===== src/design/noc_defs.svh =====
`ifndef NOC_DEFS_SVH
`define NOC_DEFS_SVH

// flit geometry. The id sits in the top bits and the payload fills the rest.
`define FLIT_WIDTH 32
`define FLIT_ID_WIDTH 3

// the header length field is the low part of the payload.
`define LEN_WIDTH 12

// router geometry.
`define NUM_PORTS 5
`define PORT_WIDTH 3

// entries per input FIFO.
`define FIFO_DEPTH 4

// flit id codes.
`define FLIT_HEADER 3'd1
`define FLIT_BODY 3'd2
`define FLIT_TAIL 3'd3

`endif


===== src/design/nocPkg.sv =====
`include "noc_defs.svh"

package nocPkg;

  typedef logic [`FLIT_WIDTH-1:0] flit_t;
  typedef logic [`FLIT_ID_WIDTH-1:0] flitId_t;
  typedef logic [`LEN_WIDTH-1:0] slotLen_t;
  typedef logic [`PORT_WIDTH-1:0] portIdx_t;

  // one bit per port, indexed by portIdx_t.
  typedef logic [`NUM_PORTS-1:0] portMask_t;

  // one-hot grant states, idle in the lowest bit.
  typedef enum logic [5:0] {
    arbIdle = 6'b000001,
    grantL  = 6'b000010,
    grantN  = 6'b000100,
    grantE  = 6'b001000,
    grantW  = 6'b010000,
    grantS  = 6'b100000
  } arbState_t;

  localparam portIdx_t portL = 3'd0;
  localparam portIdx_t portN = 3'd1;
  localparam portIdx_t portE = 3'd2;
  localparam portIdx_t portW = 3'd3;
  localparam portIdx_t portS = 3'd4;

  function automatic flitId_t flitIdOf(flit_t flit);
    return flit[`FLIT_WIDTH-1 -: `FLIT_ID_WIDTH];
  endfunction

  function automatic slotLen_t flitLenOf(flit_t flit);
    return flit[`LEN_WIDTH-1:0];
  endfunction

  function automatic logic isHeader(flit_t flit);
    return flitIdOf(flit) == `FLIT_HEADER;
  endfunction

endpackage


===== src/design/inputPort.sv =====
`timescale 1ns/1ps
`include "noc_defs.svh"

module inputPort #(
  parameter int depth = `FIFO_DEPTH
) (
  input  logic           clk,
  input  logic           rst,
  input  logic           push,
  input  nocPkg::flit_t  pushFlit,
  input  logic           pop,
  output logic           req,
  output nocPkg::flit_t  headFlit,
  output logic           full
);

  import nocPkg::*;

  localparam int ptrW = (depth > 1) ? $clog2(depth) : 1;
  localparam int cntW = $clog2(depth + 1);

  typedef logic [ptrW-1:0] ptr_t;
  typedef logic [cntW-1:0] cnt_t;

  flit_t mem [depth];
  ptr_t  rdPtr;
  ptr_t  wrPtr;
  cnt_t  count;
  logic  doPush;
  logic  doPop;

  // pointers wrap by compare so that any depth works, not only powers of two.
  function automatic ptr_t nextPtr(ptr_t ptr);
    if (ptr == ptr_t'(depth - 1))
    begin
      return '0;
    end
    return ptr + 1'b1;
  endfunction

  assign full = (count == cnt_t'(depth));
  assign req = (count != '0);
  assign headFlit = mem[rdPtr];

  // a push into a full FIFO is lost, even when a pop frees a slot on the same edge.
  assign doPush = push && !full;
  assign doPop = pop && req;

  always_ff @(posedge clk)
  begin
    if (doPush)
    begin
      mem[wrPtr] <= pushFlit;
    end
  end

  always_ff @(posedge clk)
  begin
    if (rst)
    begin
      rdPtr <= '0;
      wrPtr <= '0;
      count <= '0;
    end
    else
    begin
      if (doPush)
      begin
        wrPtr <= nextPtr(wrPtr);
      end
      if (doPop)
      begin
        rdPtr <= nextPtr(rdPtr);
      end
      case ({doPush, doPop})
        2'b10:
          count <= count + 1'b1;
        2'b01:
          count <= count - 1'b1;
        default:
          count <= count;
      endcase
    end
  end

endmodule


===== src/design/packetTimer.sv =====
`timescale 1ns/1ps
`include "noc_defs.svh"

module packetTimer (
  input  logic           clk,
  input  logic           rst,
  input  nocPkg::flit_t  headFlit,
  input  logic           run,
  output logic           timesUp
);

  import nocPkg::*;

  slotLen_t slotLen;
  slotLen_t count;

  // the slot length follows every header that reaches the head of the FIFO,
  // so it is ready by the time the port wins the grant.
  always_ff @(posedge clk)
  begin
    if (rst)
    begin
      slotLen <= '0;
    end
    else if (isHeader(headFlit))
    begin
      slotLen <= flitLenOf(headFlit);
    end
  end

  // one count per popped flit; the count restarts whenever the tenure pauses.
  always_ff @(posedge clk)
  begin
    if (rst)
    begin
      count <= '0;
    end
    else if (run)
    begin
      count <= count + 1'b1;
    end
    else
    begin
      count <= '0;
    end
  end

  assign timesUp = (count == slotLen);

endmodule


===== src/design/outputArbiter.sv =====
`timescale 1ns/1ps
`include "noc_defs.svh"

module outputArbiter (
  input  logic              clk,
  input  logic              rst,
  input  nocPkg::portMask_t req,
  input  nocPkg::flit_t     headFlits [`NUM_PORTS],
  output nocPkg::portMask_t pop,
  output logic              outValid,
  output nocPkg::flit_t     outFlit,
  output nocPkg::portIdx_t  outPort
);

  import nocPkg::*;

  arbState_t state;
  arbState_t nextState;
  portMask_t run;
  portMask_t timesUp;
  portIdx_t  grantPort;
  logic      granted;

  for (genvar p = 0; p < `NUM_PORTS; p++)
  begin : g_timer
    packetTimer i_packetTimer (
      .clk      (clk),
      .rst      (rst),
      .headFlit (headFlits[p]),
      .run      (run[p]),
      .timesUp  (timesUp[p])
    );
  end

  function automatic arbState_t portState(portIdx_t port);
    return arbState_t'(6'b000010 << port);
  endfunction

  function automatic portIdx_t nextPort(portIdx_t port);
    if (port == portIdx_t'(`NUM_PORTS - 1))
    begin
      return portL;
    end
    return port + 1'b1;
  endfunction

  // first requesting port in circular order, starting at first and looking at
  // no more than tries ports. Nothing found means idle.
  function automatic arbState_t pickNext(portMask_t reqs, portIdx_t first, int tries);
    arbState_t pick;
    int        idx;
    logic      found;
    pick = arbIdle;
    found = 1'b0;
    for (int i = 0; i < `NUM_PORTS; i++)
    begin
      idx = int'(first) + i;
      if (idx >= `NUM_PORTS)
      begin
        idx = idx - `NUM_PORTS;
      end
      if ((i < tries) && !found && reqs[idx])
      begin
        pick = portState(portIdx_t'(idx));
        found = 1'b1;
      end
    end
    return pick;
  endfunction

  always_ff @(posedge clk)
  begin
    if (rst)
    begin
      state <= arbIdle;
    end
    else
    begin
      state <= nextState;
    end
  end

  // an encoding outside the enum falls into the idle branch and recovers.
  always_comb
  begin
    granted = 1'b1;
    grantPort = portL;
    case (state)
      grantL:
        grantPort = portL;
      grantN:
        grantPort = portN;
      grantE:
        grantPort = portE;
      grantW:
        grantPort = portW;
      grantS:
        grantPort = portS;
      default:
        granted = 1'b0;
    endcase
  end

  // from idle the search starts at L and covers every port. From a grant it
  // starts after the current port and never comes back to it.
  always_comb
  begin
    run = '0;
    if (!granted)
    begin
      nextState = pickNext(req, portL, `NUM_PORTS);
    end
    else if (req[grantPort] && !timesUp[grantPort])
    begin
      run[grantPort] = 1'b1;
      nextState = state;
    end
    else
    begin
      nextState = pickNext(req, nextPort(grantPort), `NUM_PORTS - 1);
    end
  end

  // the timer advances once per pop, so run doubles as the pop strobe.
  assign pop = run;

  always_ff @(posedge clk)
  begin
    if (rst)
    begin
      outValid <= 1'b0;
    end
    else
    begin
      outValid <= |pop;
    end
  end

  always_ff @(posedge clk)
  begin
    if (|pop)
    begin
      outFlit <= headFlits[grantPort];
      outPort <= grantPort;
    end
  end

endmodule


===== src/design/routerOutput.sv =====
`timescale 1ns/1ps
`include "noc_defs.svh"

module routerOutput (
  input  logic              clk,
  input  logic              rst,
  input  nocPkg::portMask_t inValid,
  input  nocPkg::flit_t     inFlit [`NUM_PORTS],
  output nocPkg::portMask_t inFull,
  output logic              outValid,
  output nocPkg::flit_t     outFlit,
  output nocPkg::portIdx_t  outPort
);

  import nocPkg::*;

  portMask_t req;
  portMask_t pop;
  flit_t     headFlits [`NUM_PORTS];

  // port order L, N, E, W, S, which is also the arbiter's idle priority.
  for (genvar p = 0; p < `NUM_PORTS; p++)
  begin : g_port
    inputPort #(
      .depth (`FIFO_DEPTH)
    ) i_inputPort (
      .clk      (clk),
      .rst      (rst),
      .push     (inValid[p]),
      .pushFlit (inFlit[p]),
      .pop      (pop[p]),
      .req      (req[p]),
      .headFlit (headFlits[p]),
      .full     (inFull[p])
    );
  end

  outputArbiter i_outputArbiter (
    .clk       (clk),
    .rst       (rst),
    .req       (req),
    .headFlits (headFlits),
    .pop       (pop),
    .outValid  (outValid),
    .outFlit   (outFlit),
    .outPort   (outPort)
  );

endmodule


===== config.mk =====
export PLATFORM = sky130hd
export DESIGN_NAME = routerOutput
export DESIGN_NICKNAME = d
export VERILOG_FILES = /design/src/design/nocPkg.sv /design/src/design/inputPort.sv /design/src/design/packetTimer.sv /design/src/design/outputArbiter.sv /design/src/design/routerOutput.sv
export VERILOG_INCLUDE_DIRS = /design/src /design/src/design
export SDC_FILE = /design/constraint.sdc
export NUM_CORES = 1
export LEC_CHECK = 0
export ABC_AREA = 1
export ABC_CLOCK_PERIOD_IN_PS = 5700
export BUFFER_PORTS_ARGS = -buffer_cell sky130_fd_sc_hd__clkbuf_2
export CORE_ASPECT_RATIO = 0.9
export CORE_MARGIN = 2
export CORE_UTILIZATION = 40
export DETAILED_ROUTE_END_ITERATION = 6
export SYNTH_ARGS = -nofsm -noshare
export SYNTH_HDL_FRONTEND = slang
export SYNTH_HIERARCHICAL = 1
export SYNTH_SLANG_ARGS = --single-unit
export TNS_END_PERCENT = 5

===== constraint.sdc =====
create_clock -name clk -period 5.7 [get_ports clk]
set_clock_uncertainty 0.1 [all_clocks]
set_input_delay 0 -clock clk [delete_from_list [all_inputs] [get_ports clk]]
set_output_delay 0 -clock clk [all_outputs]
set_load 0.005 [all_outputs]

==> results of run 1 <==
## per-layer routing
layer,vias up,GRT usage,wire [um]
met5,-,0,86
met2,794,0.321,43700
li1,12500,-,-
met3,155,0.0425,7100
met4,14,0.0661,2870
met1,12500,0.291,43500
## kinds of logic (layout without fill, tap and decap cells)
group / after synthesis / count (layout)
AND/OR/NAND/NOR: 1305 / 1305
flip-flops: 847 / 847
AO/OA/AOI/OAI: 698 / 698
buffers and inverters: 431 / 913
adder cells (fa/ha/maj): 52 / 52
XOR/XNOR: 31 / 31
other: 0 / 6
## final cells by class
cell class / count / area (sq um)
inverter: 296 / 1150
multi-input combinational: 2086 / 10500
sequential: 847 / 23700
tap: 1166 / 1460
clock inverter: 54 / 571
clock buffer: 112 / 2410
antenna: 6 / 15.0
timing repair buffer: 451 / 3400
fill: 8055 / 46300
## cells in the mapped netlist, drive strengths merged
cell type  count
a211oi        60
a21boi         1
a21oi         53
a31oi          2
a41oi          2
buf          113
clkbuf        22
clkinv         1
dfxtp        172
edfxtp       675
fa             5
ha            47
inv          295
nand2        517
nand3         98
nand3b        16
nand4         16
nor2         648
nor3           9
o211ai         1
o21ai        385
o21bai         1
o221ai        32
o22ai        160
o311ai         1
or2            1
xnor2          6
xor2          25
## sequential cells by signal, indices dropped and copies added (netlist names), 6 cells and up, named ones only
register                                       cells
g_port.i_inputPort/rdPtr                          10
i_outputArbiter/outFlit                           32
i_outputArbiter/g_timer.i_packetTimer/count       60
g_port.i_inputPort/wrPtr                          10
g_port.i_inputPort/mem                           640
g_port.i_inputPort/count                          15
i_outputArbiter/g_timer.i_packetTimer/slotLen     60
i_outputArbiter/state                              6
## power by group through the flow
stage	registers (W)	logic, W	clock network, W
6_report	0.00740	0.00376	0.00592
5_1_grt	0.00743	0.00411	0.00627
4_1_cts	0.00739	0.00373	0.00602
3_5_place_dp	0.00752	0.00358	0
3_3_place_gp	0.00752	0.00356	0
2_1_floorplan	0.00746	0.00225	0
## stage by stage
step / power (W) / hold WS (ns)
3_5_place_dp: 0.0111 / 0.120
6_report: 0.0171 / 0.0238
3_3_place_gp: 0.0111 / 0.120
4_1_cts: 0.0171 / 0.000570
2_1_floorplan: 0.00971 / -0.0276
5_1_grt: 0.0178 / 0.0167
## critical path, cell delays in order, from the launching register on
cell	delay [ns]
dfxtp_1	0.39
inv_1	0.08
nor2_2	0.13
nand3_4	0.39
nand2_1	0.36
inv_1	0.06
buf_4	0.25
ha_1	0.29
nand2_2	0.10
nand2_4	0.11
ha_1	0.39
inv_1	0.15
nor2_1	0.12
nor2_1	0.07
nor2_2	0.18
nand3_4	0.14
o21ai_2	0.20
nand2_1	0.09
nor2_1	0.13
nand2_1	0.07
nand2_1	0.18
nor2_1	0.06
a21oi_1	0.21
o21ai_1	0.07
## cell usage in the layout, fill, tap and decap left out, drive strengths merged
master and instances:
bufinv 10, dfxtp 172, nor3 9, o21ai 385
o21bai 1, edfxtp 675, a211oi 60, dlygate4sd3 213
nand3 98, a31oi 2, xnor2 6, xor2 25
or2 1, nor2 648, a21oi 53, a41oi 2
o221ai 32, nand4 16, clkbuf 318, diode 6
clkinv 30, nand3b 16, nand2 517, o311ai 1
inv 301, a21boi 1, fa 5, ha 47
o211ai 1, clkinvlp 9, buf 32, o22ai 160
## final timing paths
kind	startpoint	endpoint	slack, ns	depth (start not counted)
worst max-delay path	i_outputArbiter/state[4]$_SDFFE_PP0P_	i_outputArbiter/state[0]$_SDFFE_PP1P_	1.19	23
worst min-delay path	inFlit[43]	g_port[3].i_inputPort/mem[0][11]$_DFFE_PP_	0.02	2
worst max register to register	i_outputArbiter/state[4]$_SDFFE_PP0P_	i_outputArbiter/state[0]$_SDFFE_PP1P_	1.19	23
worst min register to register	register	register	0.37	2
## repair_timing
action | 4_1_cts | 5_1_grt
endpoints found under the hold margin | 682 | 0
hold buffers | 213 | 0
setup endpoints to repair | 0 | 0
==> run summary, run 1 <==
Final Hold Fails: 0
core box area: 0.0895 sq mm
Port Buffers: 207
largest net degree at the start of global routing: 66
fin crit share: 0.791
critical path class: register to register
vias per cell: 5.18
Final Setup Violations: 0
synthesized cell area: 0.0362 sq mm
post-DR wirelength/cell: 19.4 um
Avg Cell Area, Syn: 10.8 sq um
drt total wl: 97300 um
power per cell area: 395 mW/mm^2
dpl cell area: 0.0381 sq mm
non-filler cells, final: 5018
Design Area, Final: 0.0432 sq mm
synth top area cells: edfxtp_1 56%, dfxtp_1 9.5%, nor2_1 6.4%, nand2_1 5.1%, o21ai_0 3.3%
Pleak: 16.0 nW
CTS H-tree depth: 3
1st-iter DRT viols: 2251
Die H: 289 um
Crit path required time: 6.11 ns
Final Core Density: 0.483
NetSw: 0.00533 W
GRT Resource Usage Total: 0.206
crit path DAT: 4.92 ns
Worst Hold Class: input pin to register
Worst setup SP type: register
fin crit period: 4.51 ns
Synth warnings: 6
Syn Inst Count: 3364
global-route wire length before repair: 147000 um
DRC Markers: 0
vias in the first global route: 24500
Rel. slew slack: 0.245
Setup WS pre-CTS: 1.25 ns
switch share: 0.312
cell taking the most area after synthesis: edfxtp_1
post-synth net total: 3583
Clock Tree Buf Depth: 3
Initial Util: 0.405
routed via count: 26000
routability cong.: 0.902
status: finished, final reports clean
synthesis-to-finish area growth: 19.4%
Setup crit end kind: register
hpwl dp: 63100 um
power share of the clock group: 0.347
Synth Area in XOR/XNOR: 0.00750
Peak supply drop: 0.000280 V
die area: 0.0930 sq mm
mux cell area share after synthesis: 0
Unique masters post-synth: 43
final antenna-violating net count: 0
setup tns final: 0 ns
die extent in x: 321 um
row cnt: 104
max_cap viols: 0
DR pass1 iterations: 7
Post-CTS Setup Bufs: 0
I/O Pins: 208
sequential area share after synthesis: 0.655
clk_lat worst skew: 0.66 ns
initial antenna violation count: 11
crit path max fanout: 36
aggregate global routing overflow: 0
final worst setup slack: 1.19 ns
Post-Synth Adder-Cell Area: 0.0190
post_cts resized: 0
Least-Margin Pin Slew: 1.13 ns
DP Cell Count: 4633
FMAX: 222 MHz
number of nets in the layout: 3992
FF+latch count, synth: 847
Clock Sink Count: 847
share of cells above drive strength 1: 0.124
Yosys top cell area share: 0.560
RSZ-0062 raised after global routing: false
Post-Synth Simple-Gate Area: 0.150
Comb pwr share: 0.220
Final Max Slew Viols: 0
largest family of logic cells by synthesized area: simple AND/OR/NAND/NOR gates
Seq pwr share: 0.433
Compound-Gate Fraction of Synth Area: 0.110
CTS tree: built
Pint: 0.0117 W
Clock Tree Root: clkbuf_16
Inserted Clock Buffers: 91
Worst-path clk slew: 0.06 ns
No activity file was read; power rests on OpenSTA's default activity.
==> run 2: changes to the inputs <==
--- a/config.mk
+++ b/config.mk
@@ -7,7 +7,7 @@
 export NUM_CORES = 1
 export LEC_CHECK = 0
 export ABC_AREA = 1
-export ABC_CLOCK_PERIOD_IN_PS = 5700
+export ABC_CLOCK_PERIOD_IN_PS = 4700
 export BUFFER_PORTS_ARGS = -buffer_cell sky130_fd_sc_hd__clkbuf_2
 export CORE_ASPECT_RATIO = 0.9
 export CORE_MARGIN = 2
==> constraint.sdc (replaced) <==
create_clock -name clk -period 4.7 [get_ports clk]
set_clock_uncertainty 0.1 [all_clocks]
set_input_delay 0 -clock clk [delete_from_list [all_inputs] [get_ports clk]]
set_output_delay 0 -clock clk [all_outputs]
set_load 0.005 [all_outputs]
==> run summary, run 2 (same netlist as run 1, synthesis figures left out) <==
Die H: 289 um
aggregate global routing overflow: 0
reg-to-reg startpoint: i_outputArbiter/state[1]$_SDFFE_PP0P_
max_cap viols: 0
core box area: 0.0895 sq mm
Clock Sink Count: 847
setup tns final: 0 ns
routability cong.: 0.888
Setup crit end kind: register
post_cts resized: 0
vias per cell: 5.17
fin crit share: 0.816
largest net degree at the start of global routing: 65
largest register by flop count: g_port.i_inputPort/mem
I/O Pins: 208
Rel. slew slack: 0.239
Clock Tree Buf Depth: 3
Final Hold Fails: 0
FMAX: 261 MHz
Initial Util: 0.405
crit path DAT: 4.29 ns
RSZ-0062 raised after global routing: false
GR Util met2: 0.323
Least-Margin Pin Slew: 1.14 ns
top flop regs: g_port.i_inputPort/mem: 640 flops, i_outputArbiter/g_timer.i_packetTimer/count: 60 flops, i_outputArbiter/g_timer.i_packetTimer/slotLen: 60 flops
Inserted Clock Buffers: 89
Pleak: 16.0 nW
GRT busiest layer: met2
Worst setup SP type: register
Clock Tree Root: clkbuf_16
initial antenna violation count: 12
hpwl dp: 63800 um
final antenna-violating net count: 0
clk_lat worst skew: 0.66 ns
CP endpoint: i_outputArbiter/state[5]$_SDFFE_PP0P_
status: finished, final reports clean
Crit path required time: 5.15 ns
Worst Hold Class: input pin to register
commonest non-fill, non-tap cell in the layout: edfxtp_1
vias in the first global route: 24600
GRT Resource Usage Total: 0.208
Final Max Slew Viols: 0
1st-iter DRT viols: 2154
flop2flop setup slack: 0.86 ns
post-DR wirelength/cell: 19.5 um
GR met3 Demand/Resource: 0.0374
Post-CTS Setup Bufs: 0
DRC Markers: 0
Worst-path clk slew: 0.06 ns
max FFs per register: 640
synthesis-to-finish area growth: 19.0%
commonest non-fill, non-tap cells in the layout: 675 x edfxtp_1, 596 x nor2_1, 492 x nand2_1, 280 x inv_1, 240 x o21ai_0
Min Hold Slack: 0.0253 ns
cells on worst reg2reg path: 20
CP startpoint: i_outputArbiter/state[1]$_SDFFE_PP0P_
die extent in x: 321 um
share of cells above drive strength 1: 0.126
CTS tree: built
row cnt: 104
drt total wl: 97700 um
DR pass1 iterations: 5
CTS H-tree depth: 3
number of nets in the layout: 3987
fin crit period: 3.84 ns
critical path class: register to register
Final Setup Violations: 0
endpoint of the worst-slack reg-to-reg timing path: i_outputArbiter/state[5]$_SDFFE_PP0P_
die area: 0.0930 sq mm
Peak supply drop: 0.000286 V
crit path max fanout: 36
power per cell area: 477 mW/mm^2
global-route wire length before repair: 148000 um
GR Layer Usage met1: 0.294
Port Buffers: 207
routed via count: 25900
[run 2: cell count changes in the layout (fill, tap and decap cells not counted), moves of 4 or more]
cell / delta
buf_4: +8
clkbuf_8: +6
clkinv_1: -4
clkinv_2: +5
clkinvlp_4: -5
dlygate4sd3_1: -11
[run 2: final cells by class]
| class | instances | area (sq um) |
|---|---|---|
| Clock inverter | 48 | 475 |
| Antenna cell | 6 | 15.0 |
| Sequential cell | 847 | 23700 |
| Fill cell | 8072 | 46400 |
| Clock buffer | 117 | 2420 |
| Inverter | 296 | 1150 |
| Multi-Input combinational cell | 2086 | 10500 |
| Timing Repair Buffer | 448 | 3350 |
| Tap cell | 1166 | 1460 |
[run 2: per-stage QoR]
| step | total power (W) | area (sq um) | utilization | setup slack (ns) | instances |
|---|---|---|---|---|---|
| floorplan | 0.0118 | 36200 | - | 0.501 | 3364 |
| global placement | 0.0135 | 38200 | 0.426 | 1.07 | 4641 |
| detailed placement | 0.0135 | 38200 | 0.426 | 0.961 | 4641 |
| CTS | 0.0206 | 43100 | 0.481 | 0.945 | 5008 |
| global route | 0.0214 | 43100 | 0.481 | 0.542 | 5011 |
| finish | 0.0205 | 43100 | 0.481 | 0.864 | 5014 |
[run 2: worst min-delay path by stage]
| stage | startpoint | end | slack (ns) | cells past startpoint |
|---|---|---|---|---|
| 4_1_cts | inFlit[48] | g_port[3].i_inputPort/mem[0][16]$_DFFE_PP_ | 0.001 | 2 |
| 3_5_place_dp | inFlit[121] | g_port[1].i_inputPort/mem[3][25]$_DFFE_PP_ | 0.12 | 1 |
| 6_report | inFlit[40] | g_port[3].i_inputPort/mem[3][8]$_DFFE_PP_ | 0.03 | 2 |
| 2_1_floorplan | rst | i_outputArbiter/outValid$_SDFF_PP0_ | -0.03 | 1 |
| 5_1_grt | inFlit[40] | g_port[3].i_inputPort/mem[3][8]$_DFFE_PP_ | 0.006 | 2 |
| 3_3_place_gp | inFlit[138] | g_port[0].i_inputPort/mem[3][10]$_DFFE_PP_ | 0.12 | 1 |
[run 2: worst max-delay path: stages (launching register included)]
cell and delay [ns]:
dfxtp_1 0.41, nor2_4 0.08, nand3_1 0.13, nand2_2 0.20
inv_2 0.11, buf_4 0.38, nand2_4 0.20, ha_1 0.40
inv_1 0.14, nor2_1 0.11, nor2_1 0.06, nor2_2 0.20
nand3_4 0.14, o21ai_0 0.31, nand3_1 0.11, nand4_1 0.11
nand2_1 0.14, nand3_1 0.12, nand3_1 0.07, nor2_1 0.13
nor2_1 0.05
[run 2: report_power, final]
part / internal, W / total (W) / leakage, nW / switching (W)
registers: 0.00873 / 0.00898 / 7.60 / 0.000251
logic: 0.00133 / 0.00459 / 6.99 / 0.00326
clock network: 0.00404 / 0.00697 / 1.41 / 0.00294
total: 0.0141 / 0.0205 / 16.0 / 0.00645
[run 2: repair_timing]
action                     in CTS  in global routing
setup endpoints to repair       0                  0
hold endpoints to repair      750                  0
hold buffers                  202                  0
[run 2: metal layers]
layer / vias up / share of wire / routed length (um)
li1: 12500 / - / -
met1: 12400 / 0.45 / 44200
met2: 752 / 0.45 / 43900
met3: 164 / 0.065 / 6310
met4: 12 / 0.033 / 3190
met5: - / 0.00079 / 77
==> run 3: changes to the inputs <==
--- a/config.mk
+++ b/config.mk
@@ -7,7 +7,7 @@
 export NUM_CORES = 1
 export LEC_CHECK = 0
 export ABC_AREA = 1
-export ABC_CLOCK_PERIOD_IN_PS = 4700
+export ABC_CLOCK_PERIOD_IN_PS = 3750
 export BUFFER_PORTS_ARGS = -buffer_cell sky130_fd_sc_hd__clkbuf_2
 export CORE_ASPECT_RATIO = 0.9
 export CORE_MARGIN = 2
==> constraint.sdc (replaced) <==
create_clock -name clk -period 3.75 [get_ports clk]
set_clock_uncertainty 0.1 [all_clocks]
set_input_delay 0 -clock clk [delete_from_list [all_inputs] [get_ports clk]]
set_output_delay 0 -clock clk [all_outputs]
set_load 0.005 [all_outputs]
==> run summary, run 3 (same netlist as run 1, synthesis figures left out) <==
post-DR wirelength/cell: 19.2 um
Inserted Clock Buffers: 89
I/O Pins: 208
CTS H-tree depth: 3
RSZ-0062 raised after global routing: true
Setup crit end kind: register
Initial Util: 0.405
commonest non-fill, non-tap cells in the layout: 675 x edfxtp_1, 593 x nor2_1, 491 x nand2_1, 279 x inv_1, 251 x dlygate4sd3_1
slowest stage delay, CP: 0.42 ns
Die H: 289 um
top flop regs: g_port.i_inputPort/mem: 640 flops, i_outputArbiter/g_timer.i_packetTimer/count: 60 flops, i_outputArbiter/g_timer.i_packetTimer/slotLen: 60 flops
die area: 0.0930 sq mm
worst-path cell with the longest stage delay: nor2_1
Rel. slew slack: 0.198
Final Setup Violations: 0
Clock Tree Buf Depth: 3
hpwl dp: 64300 um
fin crit share: 0.938
DRC Markers: 0
commonest non-fill, non-tap cell in the layout: edfxtp_1
crit path max fanout: 34
core box area: 0.0895 sq mm
GRT Resource Usage Total: 0.207
die extent in x: 321 um
routed via count: 26100
routability cong.: 0.890
share of cells above drive strength 1: 0.131
Pleak: 16.3 nW
Peak supply drop: 0.000386 V
Clock Tree Root: clkbuf_16
Least-Margin Pin Slew: 1.20 ns
FMAX: 284 MHz
power per cell area: 591 mW/mm^2
initial antenna violation count: 8
critical path class: register to register
max_cap viols: 0
Worst-path clk slew: 0.06 ns
largest net degree at the start of global routing: 65
synthesis-to-finish area growth: 20.8%
Setup WS pre-CTS: 0.195 ns
CP cell instances: nor2_4, buf_4, nand3_4, buf_4, o21bai_1, a41oi_1, nor2_4, inv_1, nor2_1, nand2_1, inv_1, ha_1, inv_1, fa_1, inv_1, nand2_1, nand3_1, nand2_1, inv_1, nor2_1
DR pass1 iterations: 6
clk_lat worst skew: 0.67 ns
status: finished, final reports clean
drt total wl: 97700 um
Port Buffers: 207
aggregate global routing overflow: 0
Worst setup SP type: register
vias per cell: 5.14
final worst setup slack: 0.233 ns
Fill cells: 8100
fin crit period: 3.52 ns
Final Power: 0.0258 W
row cnt: 104
final antenna-violating net count: 0
largest register by flop count: g_port.i_inputPort/mem
CTS tree: built
Crit path required time: 4.22 ns
Final Hold Fails: 0
Worst Hold Class: input pin to register
number of nets in the layout: 4060
max FFs per register: 640
vias in the first global route: 24300
crit path DAT: 3.99 ns
1st-iter DRT viols: 2440
most used cell along the critical path: inv_1
Clock Sink Count: 847
Final Max Slew Viols: 0
global-route wire length before repair: 147000 um
## run 3: cell types whose count changed in the layout (fill, tap and decap cells not counted), moves of 3 or more
cell           delta
buf_4            +24
clkbuf_1          +8
clkbuf_8          -4
clkinvlp_4        -3
dfxtp_1           -3
dfxtp_2           +3
diode_2           -4
dlygate4sd3_1    +49
nor2_1            -3
nor2_4            +3
## run 3: path summary, 6_finish.rpt
path / from / endpoint / slack, ns / cells after the start
worst max-delay path: i_outputArbiter/state[0]$_SDFFE_PP1P_ / g_port[2].i_inputPort/count[2]$_SDFFE_PP0P_ / 0.23 / 20
worst min-delay path: inFlit[27] / g_port[4].i_inputPort/mem[0][27]$_DFFE_PP_ / 0.02 / 2
worst min register to register: register / register / 0.36 / 2
worst max register to register: i_outputArbiter/state[0]$_SDFFE_PP1P_ / g_port[2].i_inputPort/count[2]$_SDFFE_PP0P_ / 0.23 / 20
## run 3: repair_timing
| item | 4_1_cts | 5_1_grt |
|---|---|---|
| hold buffers | 251 | 0 |
| gates resized for setup | 0 | 13 |
| setup endpoints to repair | 0 | 8 |
| buffers inserted | 0 | 5 |
| hold endpoints to repair | 798 | 0 |
## run 3: worst max-delay path: cells and delay by family, from the launching register on
kind	cells	cell delay [ns]
AOI/OAI and AO/OA	2	0.38
and+or+nand+nor	9	1.10
DFF	1	0.38
adders and majority gates	2	0.52
buffers and inverters	7	0.92
## run 3: layer usage
layer | vias up | share of wire | GRT usage | routed length (um)
met5 | - | 0.00073 | 0 | 71
li1 | 12700 | - | - | -
met3 | 145 | 0.066 | 0.0380 | 6420
met1 | 12500 | 0.45 | 0.294 | 44400
met2 | 795 | 0.45 | 0.324 | 44200
met4 | 12 | 0.027 | 0.0644 | 2690
## run 3: metrics by stage
stage / hold slack, ns / area (sq um) / utilization / std cells / setup TNS, ns
floorplan: -0.0276 / 36200 / - / 3364 / 0
global placement: 0.120 / 38300 / 0.428 / 4660 / 0
detailed placement: 0.120 / 38300 / 0.428 / 4660 / 0
CTS: 0.000168 / 43700 / 0.488 / 5075 / 0
global route: 0.00459 / 43800 / 0.489 / 5081 / -0.258
finish: 0.0239 / 43800 / 0.489 / 5082 / 0
## run 3: cell type report
| type | count | area (sq um) | area share |
|---|---|---|---|
| inverter | 296 | 1150 | 0.0262 |
| clock buffer | 122 | 2420 | 0.0554 |
| antenna | 2 | 5.00 | 0.000114 |
| clock inverter | 42 | 429 | 0.00981 |
| sequential | 847 | 23700 | 0.542 |
| timing repair buffer | 521 | 4020 | 0.0919 |
| multi-input combinational | 2086 | 10500 | 0.241 |
| tap | 1166 | 1460 | 0.0333 |
## run 3: where the power goes
| part | leakage, nW | switching [W] | total [W] | internal [W] |
|---|---|---|---|---|
| registers | 7.60 | 0.000294 | 0.0112 | 0.0109 |
| logic | 7.31 | 0.00419 | 0.00600 | 0.00182 |
| clock network | 1.38 | 0.00369 | 0.00861 | 0.00491 |
